File: config.mk
export PLATFORM = sky130hd
export DESIGN_NAME = banked_mem_top
export DESIGN_NICKNAME = d
export VERILOG_FILES = /design/src/source/mem_geometry_pkg.sv /design/src/source/mem_timing_pkg.sv /design/src/source/bank_cmd_if.sv /design/src/source/bank_cmd_ctrl.sv /design/src/source/write_data_chain.sv /design/src/source/bank_ram.sv /design/src/source/read_data_chain.sv /design/src/source/banked_mem_top.sv
export SDC_FILE = /design/constraint.sdc
export NUM_CORES = 2
export LEC_CHECK = 0
export BUFFER_PORTS_ARGS = -buffer_cell sky130_fd_sc_hd__buf_2
export CAP_MARGIN = 20
export CORE_MARGIN = 2
export CORE_UTILIZATION = 30
export DETAILED_ROUTE_END_ITERATION = 10
export GPL_ROUTABILITY_DRIVEN = 0
export PLACE_DENSITY = 0.44
export SETUP_SLACK_MARGIN = 0.2
export SLEW_MARGIN = 20
export SYNTH_ARGS = -nofsm -noshare
export SYNTH_HDL_FRONTEND = slang
export SYNTH_SLANG_ARGS = --single-unit
File: constraint.sdc
create_clock -name clk -period 3 [get_ports clk]
set_clock_uncertainty 0.1 [all_clocks]
set_input_delay 0.3 -clock clk [delete_from_list [all_inputs] [get_ports clk]]
set_output_delay 0.3 -clock clk [all_outputs]
set_load 0.02 [all_outputs]
File: src/source/mem_geometry_pkg.sv
`default_nettype none

package mem_geometry_pkg;

  localparam int WORD_WIDTH   = 16;
  localparam int NUM_WR_PORTS = 2;
  localparam int NUM_RD_PORTS = 2;

  localparam int NUM_BANKS = 8;
  localparam int BANK_BITS = $clog2(NUM_BANKS);
  localparam int BANK_ROWS = 16;
  localparam int ROW_BITS  = $clog2(BANK_ROWS);
  localparam int ADDR_BITS = BANK_BITS + ROW_BITS;

  typedef logic [WORD_WIDTH-1:0] word_t;
  typedef logic [BANK_BITS-1:0]  bank_t;
  typedef logic [ROW_BITS-1:0]   row_t;

  // Bank in the upper bits, row in the lower bits
  typedef struct packed {
    bank_t bank;
    row_t  row;
  } phys_addr_fields_t;

  typedef union packed {
    logic [ADDR_BITS-1:0] flat;
    phys_addr_fields_t    fields;
  } phys_addr_u;

endpackage

`default_nettype wire

File: src/source/mem_timing_pkg.sv
`default_nettype none

package mem_timing_pkg;

  import mem_geometry_pkg::*;

  // A chain register sits after every group of this many banks
  localparam int BANKS_PER_STAGE = 4;
  localparam int NUM_STAGES      = NUM_BANKS / BANKS_PER_STAGE;

  localparam int SRAM_DELAY = 1;

  // Command register, one register per stage, bank read
  localparam int READ_LATENCY = NUM_STAGES + SRAM_DELAY + 1;

endpackage

`default_nettype wire

File: src/source/bank_cmd_if.sv
`timescale 1ns/1ps
`default_nettype none

interface bank_cmd_if
  import mem_geometry_pkg::*, mem_timing_pkg::*;
  ();

  // Bank signals are grouped as [stage][bank within stage]
  // and already carry the delay of their stage
  logic [NUM_STAGES-1:0][BANKS_PER_STAGE-1:0] wr_en;
  row_t [NUM_STAGES-1:0][BANKS_PER_STAGE-1:0] wr_row;
  logic [NUM_STAGES-1:0][BANKS_PER_STAGE-1:0] rd_en;
  row_t [NUM_STAGES-1:0][BANKS_PER_STAGE-1:0] rd_row;

  // Which write port feeds a bank
  logic [NUM_STAGES-1:0][BANKS_PER_STAGE-1:0][NUM_WR_PORTS-1:0] wr_sel;

  // Which bank feeds a read port, aligned with the bank read data
  logic [NUM_RD_PORTS-1:0][NUM_STAGES-1:0][BANKS_PER_STAGE-1:0] rd_sel;

  modport ctrl (output wr_en, wr_row, rd_en, rd_row, wr_sel, rd_sel);

  modport ram (input wr_en, wr_row, rd_en, rd_row);

  modport wdata (input wr_sel);

  modport rdata (input rd_sel);

endinterface

`default_nettype wire

File: src/source/bank_cmd_ctrl.sv
`timescale 1ns/1ps
`default_nettype none

module bank_cmd_ctrl
  import mem_geometry_pkg::*, mem_timing_pkg::*;
(
  input  wire logic                     clk,
  input  wire logic                     rst_n,
  input  wire logic [NUM_WR_PORTS-1:0]  wr_en,
  input  wire bank_t [NUM_WR_PORTS-1:0] wr_bank,
  input  wire row_t [NUM_WR_PORTS-1:0]  wr_row,
  input  wire logic [NUM_RD_PORTS-1:0]  rd_en,
  input  wire bank_t [NUM_RD_PORTS-1:0] rd_bank,
  input  wire row_t [NUM_RD_PORTS-1:0]  rd_row,
  bank_cmd_if.ctrl                      cmd,
  output logic [NUM_RD_PORTS-1:0]       rd_vld,
  output phys_addr_u [NUM_RD_PORTS-1:0] rd_addr
);

  logic [NUM_BANKS-1:0][NUM_WR_PORTS-1:0] wr_sel_dec;
  logic [NUM_BANKS-1:0][NUM_RD_PORTS-1:0] rd_sel_dec;
  logic [NUM_BANKS-1:0]                   wr_en_dec;
  logic [NUM_BANKS-1:0]                   rd_en_dec;
  row_t [NUM_BANKS-1:0]                   wr_row_dec;
  row_t [NUM_BANKS-1:0]                   rd_row_dec;
  phys_addr_u [NUM_RD_PORTS-1:0]          rd_tag;

  // Index d holds the command d cycles after the first register
  logic [NUM_STAGES-1:0][NUM_BANKS-1:0]                   wr_en_q;
  logic [NUM_STAGES-1:0][NUM_BANKS-1:0][NUM_WR_PORTS-1:0] wr_sel_q;
  row_t [NUM_STAGES-1:0][NUM_BANKS-1:0]                   wr_row_q;
  logic [NUM_STAGES-1:0][NUM_BANKS-1:0]                   rd_en_q;
  row_t [NUM_STAGES-1:0][NUM_BANKS-1:0]                   rd_row_q;
  logic [NUM_STAGES+SRAM_DELAY-1:0][NUM_BANKS-1:0][NUM_RD_PORTS-1:0] rd_sel_q;

  logic [READ_LATENCY-1:0][NUM_RD_PORTS-1:0]       vld_q;
  phys_addr_u [READ_LATENCY-1:0][NUM_RD_PORTS-1:0] tag_q;

  always_comb begin
    wr_sel_dec = '0;
    rd_sel_dec = '0;
    wr_row_dec = '0;
    rd_row_dec = '0;
    for (int b = 0; b < NUM_BANKS; b++) begin
      for (int p = 0; p < NUM_WR_PORTS; p++) begin
        if (wr_en[p] && wr_bank[p] == bank_t'(b)) begin
          wr_sel_dec[b][p] = 1'b1;
          wr_row_dec[b]    = wr_row[p];
        end
      end
      for (int p = 0; p < NUM_RD_PORTS; p++) begin
        if (rd_en[p] && rd_bank[p] == bank_t'(b)) begin
          rd_sel_dec[b][p] = 1'b1;
          rd_row_dec[b]    = rd_row[p];
        end
      end
      wr_en_dec[b] = |wr_sel_dec[b];
      rd_en_dec[b] = |rd_sel_dec[b];
    end
  end

  always_comb begin
    for (int p = 0; p < NUM_RD_PORTS; p++) begin
      rd_tag[p].fields.bank = rd_bank[p];
      rd_tag[p].fields.row  = rd_row[p];
    end
  end

  always_ff @(posedge clk or negedge rst_n) begin
    if (!rst_n) begin
      wr_en_q  <= '0;
      wr_sel_q <= '0;
      rd_en_q  <= '0;
      rd_sel_q <= '0;
      vld_q    <= '0;
    end else begin
      wr_en_q[0]  <= wr_en_dec;
      wr_sel_q[0] <= wr_sel_dec;
      rd_en_q[0]  <= rd_en_dec;
      for (int d = 1; d < NUM_STAGES; d++) begin
        wr_en_q[d]  <= wr_en_q[d-1];
        wr_sel_q[d] <= wr_sel_q[d-1];
        rd_en_q[d]  <= rd_en_q[d-1];
      end
      rd_sel_q[0] <= rd_sel_dec;
      for (int d = 1; d < NUM_STAGES + SRAM_DELAY; d++) begin
        rd_sel_q[d] <= rd_sel_q[d-1];
      end
      vld_q[0] <= rd_en;
      for (int d = 1; d < READ_LATENCY; d++) begin
        vld_q[d] <= vld_q[d-1];
      end
    end
  end

  always_ff @(posedge clk) begin
    wr_row_q[0] <= wr_row_dec;
    rd_row_q[0] <= rd_row_dec;
    for (int d = 1; d < NUM_STAGES; d++) begin
      wr_row_q[d] <= wr_row_q[d-1];
      rd_row_q[d] <= rd_row_q[d-1];
    end
    tag_q[0] <= rd_tag;
    for (int d = 1; d < READ_LATENCY; d++) begin
      tag_q[d] <= tag_q[d-1];
    end
  end

  // Each bank takes the copy delayed by its own stage number
  always_comb begin
    for (int s = 0; s < NUM_STAGES; s++) begin
      for (int k = 0; k < BANKS_PER_STAGE; k++) begin
        cmd.wr_en[s][k]  = wr_en_q[s][s*BANKS_PER_STAGE + k];
        cmd.wr_row[s][k] = wr_row_q[s][s*BANKS_PER_STAGE + k];
        cmd.wr_sel[s][k] = wr_sel_q[s][s*BANKS_PER_STAGE + k];
        cmd.rd_en[s][k]  = rd_en_q[s][s*BANKS_PER_STAGE + k];
        cmd.rd_row[s][k] = rd_row_q[s][s*BANKS_PER_STAGE + k];
        for (int p = 0; p < NUM_RD_PORTS; p++) begin
          cmd.rd_sel[p][s][k] = rd_sel_q[s+SRAM_DELAY][s*BANKS_PER_STAGE + k][p];
        end
      end
    end
  end

  assign rd_vld  = vld_q[READ_LATENCY-1];
  assign rd_addr = tag_q[READ_LATENCY-1];

  for (genvar b = 0; b < NUM_BANKS; b++) begin : g_port_excl
    a_wr_one_port: assert property (@(posedge clk) disable iff (!rst_n)
      $onehot0(wr_sel_dec[b]))
      else $error("two write ports address bank %0d in one cycle", b);
    a_rd_one_port: assert property (@(posedge clk) disable iff (!rst_n)
      $onehot0(rd_sel_dec[b]))
      else $error("two read ports address bank %0d in one cycle", b);
  end

endmodule

`default_nettype wire

File: src/source/write_data_chain.sv
`timescale 1ns/1ps
`default_nettype none

module write_data_chain
  import mem_geometry_pkg::*, mem_timing_pkg::*;
(
  input  wire logic                     clk,
  input  wire word_t [NUM_WR_PORTS-1:0] wr_data,
  bank_cmd_if.wdata                     cmd,
  output word_t [NUM_BANKS-1:0]         bank_wdata
);

  // Port data as it passes the banks of each stage
  word_t [NUM_STAGES-1:0][NUM_WR_PORTS-1:0] stage_data;

  // Entry register, then one register behind the last bank of a stage
  always_ff @(posedge clk) begin
    stage_data[0] <= wr_data;
    for (int s = 1; s < NUM_STAGES; s++) begin
      stage_data[s] <= stage_data[s-1];
    end
  end

  // At most one port selects a bank, so the first match is the only one
  always_comb begin
    bank_wdata = '0;
    for (int s = 0; s < NUM_STAGES; s++) begin
      for (int k = 0; k < BANKS_PER_STAGE; k++) begin
        for (int p = 0; p < NUM_WR_PORTS; p++) begin
          if (cmd.wr_sel[s][k][p]) begin
            bank_wdata[s*BANKS_PER_STAGE + k] = stage_data[s][p];
          end
        end
      end
    end
  end

endmodule

`default_nettype wire

File: src/source/bank_ram.sv
`timescale 1ns/1ps
`default_nettype none

module bank_ram
  import mem_geometry_pkg::*, mem_timing_pkg::*;
(
  input  wire logic                  clk,
  bank_cmd_if.ram                    cmd,
  input  wire word_t [NUM_BANKS-1:0] bank_wdata,
  output wire word_t [NUM_BANKS-1:0] bank_rdata
);

  for (genvar s = 0; s < NUM_STAGES; s++) begin : g_stage
    for (genvar k = 0; k < BANKS_PER_STAGE; k++) begin : g_bank
      word_t rows [BANK_ROWS];
      word_t rdata_q;

      // Read sees the row before this cycle's write
      always_ff @(posedge clk) begin
        if (cmd.wr_en[s][k]) begin
          rows[cmd.wr_row[s][k]] <= bank_wdata[s*BANKS_PER_STAGE + k];
        end
        if (cmd.rd_en[s][k]) begin
          rdata_q <= rows[cmd.rd_row[s][k]];
        end
      end

      assign bank_rdata[s*BANKS_PER_STAGE + k] = rdata_q;

      a_wr_row_known: assert property (@(posedge clk)
        cmd.wr_en[s][k] |-> !$isunknown(cmd.wr_row[s][k]))
        else $error("bank %0d written at an unknown row", s*BANKS_PER_STAGE + k);
    end
  end

endmodule

`default_nettype wire

File: src/source/read_data_chain.sv
`timescale 1ns/1ps
`default_nettype none

module read_data_chain
  import mem_geometry_pkg::*, mem_timing_pkg::*;
(
  input  wire logic                  clk,
  input  wire word_t [NUM_BANKS-1:0] bank_rdata,
  bank_cmd_if.rdata                  cmd,
  output word_t [NUM_RD_PORTS-1:0]   rd_data
);

  // Word leaving each stage, and the register behind it
  word_t [NUM_RD_PORTS-1:0][NUM_STAGES-1:0] stage_out;
  word_t [NUM_RD_PORTS-1:0][NUM_STAGES-1:0] stage_q;

  always_comb begin : chain_mux
    word_t link;
    link = '0;
    for (int p = 0; p < NUM_RD_PORTS; p++) begin
      for (int s = 0; s < NUM_STAGES; s++) begin
        // Chain starts empty at the first bank
        if (s == 0) begin
          link = '0;
        end else begin
          link = stage_q[p][s-1];
        end
        for (int k = 0; k < BANKS_PER_STAGE; k++) begin
          if (cmd.rd_sel[p][s][k]) begin
            link = bank_rdata[s*BANKS_PER_STAGE + k];
          end
        end
        stage_out[p][s] = link;
      end
    end
  end

  always_ff @(posedge clk) begin
    stage_q <= stage_out;
  end

  // Last register levels out the latency of early and late banks
  always_comb begin
    for (int p = 0; p < NUM_RD_PORTS; p++) begin
      rd_data[p] = stage_q[p][NUM_STAGES-1];
    end
  end

endmodule

`default_nettype wire

File: src/source/banked_mem_top.sv
`timescale 1ns/1ps
`default_nettype none

module banked_mem_top
  import mem_geometry_pkg::*;
(
  input  wire logic                     clk,
  input  wire logic                     rst_n,
  input  wire logic [NUM_WR_PORTS-1:0]  wr_en,
  input  wire bank_t [NUM_WR_PORTS-1:0] wr_bank,
  input  wire row_t [NUM_WR_PORTS-1:0]  wr_row,
  input  wire word_t [NUM_WR_PORTS-1:0] wr_data,
  input  wire logic [NUM_RD_PORTS-1:0]  rd_en,
  input  wire bank_t [NUM_RD_PORTS-1:0] rd_bank,
  input  wire row_t [NUM_RD_PORTS-1:0]  rd_row,
  output logic [NUM_RD_PORTS-1:0]       rd_vld,
  output logic [NUM_RD_PORTS-1:0][ADDR_BITS-1:0] rd_addr,
  output word_t [NUM_RD_PORTS-1:0]      rd_data
);

  phys_addr_u [NUM_RD_PORTS-1:0] rd_tag;
  word_t [NUM_BANKS-1:0]         bank_wdata;
  word_t [NUM_BANKS-1:0]         bank_rdata;

  bank_cmd_if cmd_i ();

  bank_cmd_ctrl ctrl_i (
    .clk,
    .rst_n,
    .wr_en,
    .wr_bank,
    .wr_row,
    .rd_en,
    .rd_bank,
    .rd_row,
    .cmd     (cmd_i.ctrl),
    .rd_vld,
    .rd_addr (rd_tag)
  );

  write_data_chain wdata_i (
    .clk,
    .wr_data,
    .cmd        (cmd_i.wdata),
    .bank_wdata
  );

  bank_ram ram_i (
    .clk,
    .cmd        (cmd_i.ram),
    .bank_wdata,
    .bank_rdata
  );

  read_data_chain rdata_i (
    .clk,
    .bank_rdata,
    .cmd        (cmd_i.rdata),
    .rd_data
  );

  always_comb begin
    for (int p = 0; p < NUM_RD_PORTS; p++) begin
      rd_addr[p] = rd_tag[p].flat;
    end
  end

endmodule

`default_nettype wire

## After elaboration in Yosys (flattened, before gate mapping)

Memory sizes are Yosys's and may differ from the RTL's. A register that Yosys moved wholly into a read port is not among the register bits.
Cells that the tools add are included.

| storage, ports and cells | value |
|---|---|
| register bits after elaboration | 384 |
| RAM bits | 2,048 |
| bits of input ports | 66 |
| memories | 8 |

Memories:

| name | words | bits a word | read ports | clocked after memory_dff | wr ports | RTL line | text |
|---|---|---|---|---|---|---|---|
| ram_i.g_stage[0].g_bank[0].rows | 16 | 16 | 1 | 1 | 1 | bank_ram.sv:15 | `word_t rows [BANK_ROWS];` |
| ram_i.g_stage[0].g_bank[1].rows | 16 | 16 | 1 | 1 | 1 | bank_ram.sv:15 |  |
| ram_i.g_stage[0].g_bank[2].rows | 16 | 16 | 1 | 1 | 1 | bank_ram.sv:15 |  |
| ram_i.g_stage[0].g_bank[3].rows | 16 | 16 | 1 | 1 | 1 | bank_ram.sv:15 |  |
| ram_i.g_stage[1].g_bank[0].rows | 16 | 16 | 1 | 1 | 1 | bank_ram.sv:15 |  |
| ram_i.g_stage[1].g_bank[1].rows | 16 | 16 | 1 | 1 | 1 | bank_ram.sv:15 |  |
| 2 more memories | -- | -- | -- | -- | -- | -- |  |

| operators by class | value |
|---|---|
| eq/ne operators | 28 |
| multiplexer cells | 112 |
| reductions and logical operators | 52 |

Operators with widths:

| operator | number |
|---|---|
| $mux W16 | 32 |
| $mux W4 | 32 |
| $eq A3 B3 Y1 const B | 16 |
| $mux W1 | 48 |
| $logic_and A1 B1 Y1 | 32 |
| $reduce_or A2 Y1 | 16 |
| $eq A3 B2 Y1 const B | 8 |
| $eq A3 B1 Y1 const B | 4 |
| $logic_not A3 Y1 | 4 |

## Logic depth before layout (Yosys ltp)

| logic depth | value |
|---|---|
| depth after elaboration | 4 |
| mapped depth | 5 |
| gate-level depth less buffers | 3 |

## Cells and area by module

A second synthesis with hierarchy kept.

| unflattened totals | value |
|---|---|
| cells, all modules | 4,833 |
| area total of the unflattened synthesis | 96,498.8 um^2 |

Modules (own cells, without submodules):

| module | times used | cells each | area an instance (um^2) |
|---|---|---|---|
| bank_ram | 1 | 3,456 | 82,095.0 |
| bank_cmd_ctrl | 1 | 549 | 7,741.2 |
| read_data_chain | 1 | 402 | 3,604.7 |
| write_data_chain | 1 | 426 | 3,057.9 |

## Least setup slack after synthesis

Ideal clock, no wire load.

| timing path | value |
|---|---|
| kind | reg-to-reg |
| start point | register ctrl_i.wr_en_q, in the netlist ctrl_i.cmd.wr_en[6] |
| end point | memory ram_i.g_stage[1].g_bank[2].rows[0][0] (netlist name), enable pin |
| library setup time | 0.409 ns |
| data arrival time | 1.986 ns |
| required time | 2.491 ns |
| path slack | 0.505 ns |
| stages on the path, launching flop included | 3 |
| buffers on the path | 0 |
| cells stage by stage | dfrtp_1 or3b_2 nor3_1 |

| between the ends | value |
|---|---|
| longest elaborated chain between the ends | 2 |

RTL lines:

| element | RTL line | text |
|---|---|---|
| from (decl) | bank_cmd_ctrl.sv:29 | `logic [NUM_STAGES-1:0][NUM_BANKS-1:0] wr_en_q;` |
| from (signal, indexed assignment) | bank_cmd_ctrl.sv:81 | `wr_en_q[d] <= wr_en_q[d-1];` |
| $mux W1 | bank_ram.sv:20 | `if (cmd.wr_en[s][k]) begin` |
| $mux W1 (not written as such) | bank_ram.sv:21 | `rows[cmd.wr_row[s][k]] <= bank_wdata[s*BANKS_PER_STAGE + k];` |
| to (decl) | bank_ram.sv:15 |  |

Every way passes these cells.

==> results.py <==
metrics = {
    "global_routing": {
        "grt_pass1_vias": 49500,
        "grt_pass1_wl_um": 396000,
        "grt_max_degree": 65,
        "grt-ovfl-total": 0,
        "grt_usage_pct": 17.4,
        "antenna_found_initial": 31,
    },
    "logic_synthesis": {
        "synthesis.nets": 4867,
        "ys_seq_area_share_pct": 76.9,
        "synth_top_family_by_area": "multiplexers",
        "synthSimpleGateAreaFrac_pct": 3.84,
        "yosys.area_share.adder_pct": 0,
        "syn_area_um2": 95300,
        "postSynthCellCount": 4801,
        "yosys.cell_types.count": 44,
        "synthMuxAreaShare_pct": 12.8,
        "ys_ff_latch": 2552,
        "synth-xor-area-share_pct": 0,
        "synth-compound-area-share_pct": 4.51,
        "yosysWarningCount": 0,
        "avgSynthCellArea_um2": 19.9,
    },
    "clock_tree": {
        "post_cts_resized": 0,
        "cts_tree": "done",
        "h-tree-depth": 5,
        "cts_buffer_depth": 4,
        "clk_latency_ns": 0.88,
        "clkTransAtPathRegs_ns": 0.06,
        "clock-sinks": 2552,
        "root_buffer": "clkbuf_16",
        "cts_buffers": 288,
    },
    "sta": {
        "fin_crit_sh_pct": 78.7,
        "fmax_mhz": 424,
        "hold_violations": 0,
        "worst_slew_pin_slew_ns": 1.14,
        "fin_tns_setup_ns": 0,
        "slew_headroom_pct": 23.7,
        "drv_slew": 0,
        "setup_viol": 0,
        "period_needed_ns": 2.36,
        "rsz0062_at_grt": "false",
    },
    "final_layout": {
        "synthToLayoutAreaGrowth_pct": 19.3,
        "drive_above_1_share_pct": 28.1,
        "fin_nets": 5461,
        "nFillCells": 29300,
    },
    "power": {
        "total_power_uw": 76300,
        "p_leak_uw": 0.0370,
        "p_clk_share_pct": 45.5,
        "p_int_uw": 60000,
        "ir_worst_vdd_uv": 429,
        "swShare_pct": 21.4,
        "p_comb_share_pct": 3.2,
        "cellPowerDensity_nw_per_um2": 671,
        "seq_power_share_pct": 51.3,
        "p_sw_uw": 16300,
    },
    "status": {
        "outcome": "complete, no violations",
    },
    "min_path": {
        "hp-start": "wr_data[14]",
        "hold_path.class": "in2reg",
        "holdPathEnd": "wdata_i.stage_data[14]",
        "holdPathStages": 2,
    },
    "critical_path": {
        "r2r_start": "ctrl_i.cmd.rd_row[20]",
        "worstSetupPathType": "reg2reg",
        "r2r_end": "ram_i.g_stage[1].g_bank[1].rdata_q[11]",
        "cp_data_required_time_ns": 3.50,
        "worstPathMaxFanout": 22,
        "cp-start-kind": "register",
        "regToRegSetupSlack_ns": 0.64,
        "setup.worst_path.end_class": "register",
        "arrival_ns": 2.86,
        "reg2reg_depth": 4,
    },
    "die": {
        "die_h_um": 568,
        "initial_core_util_pct": 30.2,
        "die_area_um2": 322000,
        "die_x_um": 568,
        "ioPinCount": 114,
        "core_area_um2": 315000,
        "std_cell_rows": 206,
    },
    "routing": {
        "routed_wl_um": 286000,
        "dr.pass1.iters": 5,
        "post_drt_via_cell_ratio": 4.98,
        "drtIter0Drc": 4850,
        "routed-via-count": 48800,
        "drc": 0,
        "route.detailed.wl_per_inst_um": 29.2,
        "postRouteAntennaNets": 0,
    },
    "place": {
        "port_buffers": 113,
        "dp_hpwl_um": 181000,
    },
    "run": {
        "cap_violations": 0,
    },
}
[state kept, by name, indices dropped and copies added, names as in the netlist, 14 cells and up]
register	flops
ctrl_i.rd_sel_q	24
ctrl_i.wr_row_q	16
ctrl_i.rd_row_q	16
wdata_i.stage_data	64
ctrl_i.tag_q	42
ctrl_i.rd_addr	14
ctrl_i.cmd.rd_row	32
rdata_i.rd_data	32
rdata_i.stage_q	32
ram_i.g_stage.g_bank.rows	2048
ctrl_i.cmd.wr_row	32
ram_i.g_stage.g_bank.rdata_q	128
ctrl_i.cmd.rd_sel	16
ctrl_i.cmd.wr_sel	16
[worst max-delay path, cell delays in order (launching register included)]
cell and delay, ns:
dfxtp_4 0.65, buf_12 0.26, mux4_2 0.51, a22oi_1 0.42
nand2_1 0.11
[cell type report]
type                    count  area (µm²)  area share (%)
clock buffers             395        8050            7.08
flip-flops and latches   2552       73400            64.6
inverters                  12        45.0          0.0396
multi-input cells        1910       20600            18.1
well taps                4160        5200            4.58
repair buffers            631        5100            4.48
clock inverters           125        1290            1.13
diodes                     13        32.5          0.0286
[stage by stage]
| step | instance area [µm²] | hold slack [ns] | instances | setup WS, ns | utilization (%) |
|---|---|---|---|---|---|
| final | 114000 | 0.0842 | 9798 | 0.639 | 36.0 |
| after global routing | 114000 | 0.0655 | 9788 | 0.473 | 36.0 |
| after CTS | 114000 | 0.0505 | 9785 | 0.537 | 36.0 |
| after detailed placement | 103000 | 0.202 | 9157 | 0.570 | 32.7 |
| after global placement | 103000 | 0.189 | 9157 | 0.572 | 32.7 |
| after floorplan | 95300 | -0.0956 | 4801 | 0.505 | - |
[cells in the final DEF (no fill, tap or decap), drive strengths merged, types with 21 or more instances in the layout]
master and n:
a21oi 64, a22o 94, a22oi 256, buf 524
clkbuf 395, clkinv 92, dfrtp 96, dfxtp 280
dlygate4sd3 107, edfxtp 2176, inv 21, mux2 32
mux4 512, nand2 366, nand2b 62, nor2 116
nor2b 84, nor3 38, o211ai 32, o21ai 98
o31ai 32
[routing by layer]
metal / vias up / track usage [%] / share of wire (%)
met5: - / 0 / 0.010
met4: 6 / 5.29 / 3.1
met3: 420 / 2.45 / 5.2
met2: 1497 / 28.7 / 48
met1: 26200 / 23.9 / 44
li1: 20700 / - / -
[how the worst max path moves through the flow]
stage	from	end	slack, ns
2_1_floorplan	ctrl_i.cmd.wr_en[6]	ram_i.g_stage[1].g_bank[2].rows[0][0]	0.50
3_3_place_gp	ctrl_i.cmd.rd_row[20]	ram_i.g_stage[1].g_bank[1].rdata_q[11]	0.57
3_5_place_dp	ctrl_i.cmd.rd_row[20]	ram_i.g_stage[1].g_bank[1].rdata_q[11]	0.57
4_1_cts	ctrl_i.cmd.rd_row[20]	ram_i.g_stage[1].g_bank[1].rdata_q[11]	0.54
5_1_grt	ctrl_i.cmd.rd_row[24]	ram_i.g_stage[1].g_bank[2].rdata_q[7]	0.47
6_report	ctrl_i.cmd.rd_row[20]	ram_i.g_stage[1].g_bank[1].rdata_q[11]	0.64
[what timing repair did]
item | in CTS | in global routing
setup buffers | 0 | 0
endpoints found under the hold margin | 254 | 0
hold buffers | 108 | 0
endpoints found under the setup margin | 0 | 0
[Yosys cell counts (all sizes together)]
cell type / instances / area, µm²
or2: 6 / 37.5
o21ai: 98 / 490
nor4: 4 / 37.5
nor4b: 2 / 30.0
nor2: 116 / 435
buf: 180 / 1250
a22o: 94 / 823
and3b: 16 / 140
nor4bb: 6 / 60.1
or3b: 8 / 70.1
nand2b: 62 / 388
edfxtp: 2176 / 65300
and2: 8 / 50.1
nor3: 38 / 190
a211oi: 16 / 120
a22oi: 256 / 1920
and4: 2 / 17.5
nand3: 8 / 40.0
mux2: 32 / 360
nand4b: 6 / 52.6
dfrtp: 96 / 2400
mux4: 512 / 11800
inv: 12 / 45.0
a21oi: 64 / 320
and4b: 6 / 60.1
nand3b: 16 / 120
a221oi: 16 / 140
o31ai: 32 / 240
nand2: 366 / 1370
nand4: 2 / 12.5
o211ai: 32 / 240
nand4bb: 2 / 22.5
nor2b: 84 / 526
clkbuf: 147 / 557
dfxtp: 280 / 5610
[cell families after synthesis]
kind of cell | count (synthesis)
buffers and inverters | 339
AO/OA/AOI/OAI | 608
multiplexers | 544
AND/OR/NAND/NOR | 758
flip-flops | 2552
[power by group through the flow]
stage | Sequential (µW) | Clock [µW] | Combinational, µW
floorplan | 39600 | 0 | 1330
detailed placement | 39900 | 0 | 2300
global placement | 39900 | 0 | 2280
CTS | 39200 | 35600 | 2430
finish | 39200 | 34700 | 2420
global route | 39200 | 36900 | 2560
Note: power is estimated with default switching activity, not from simulation.
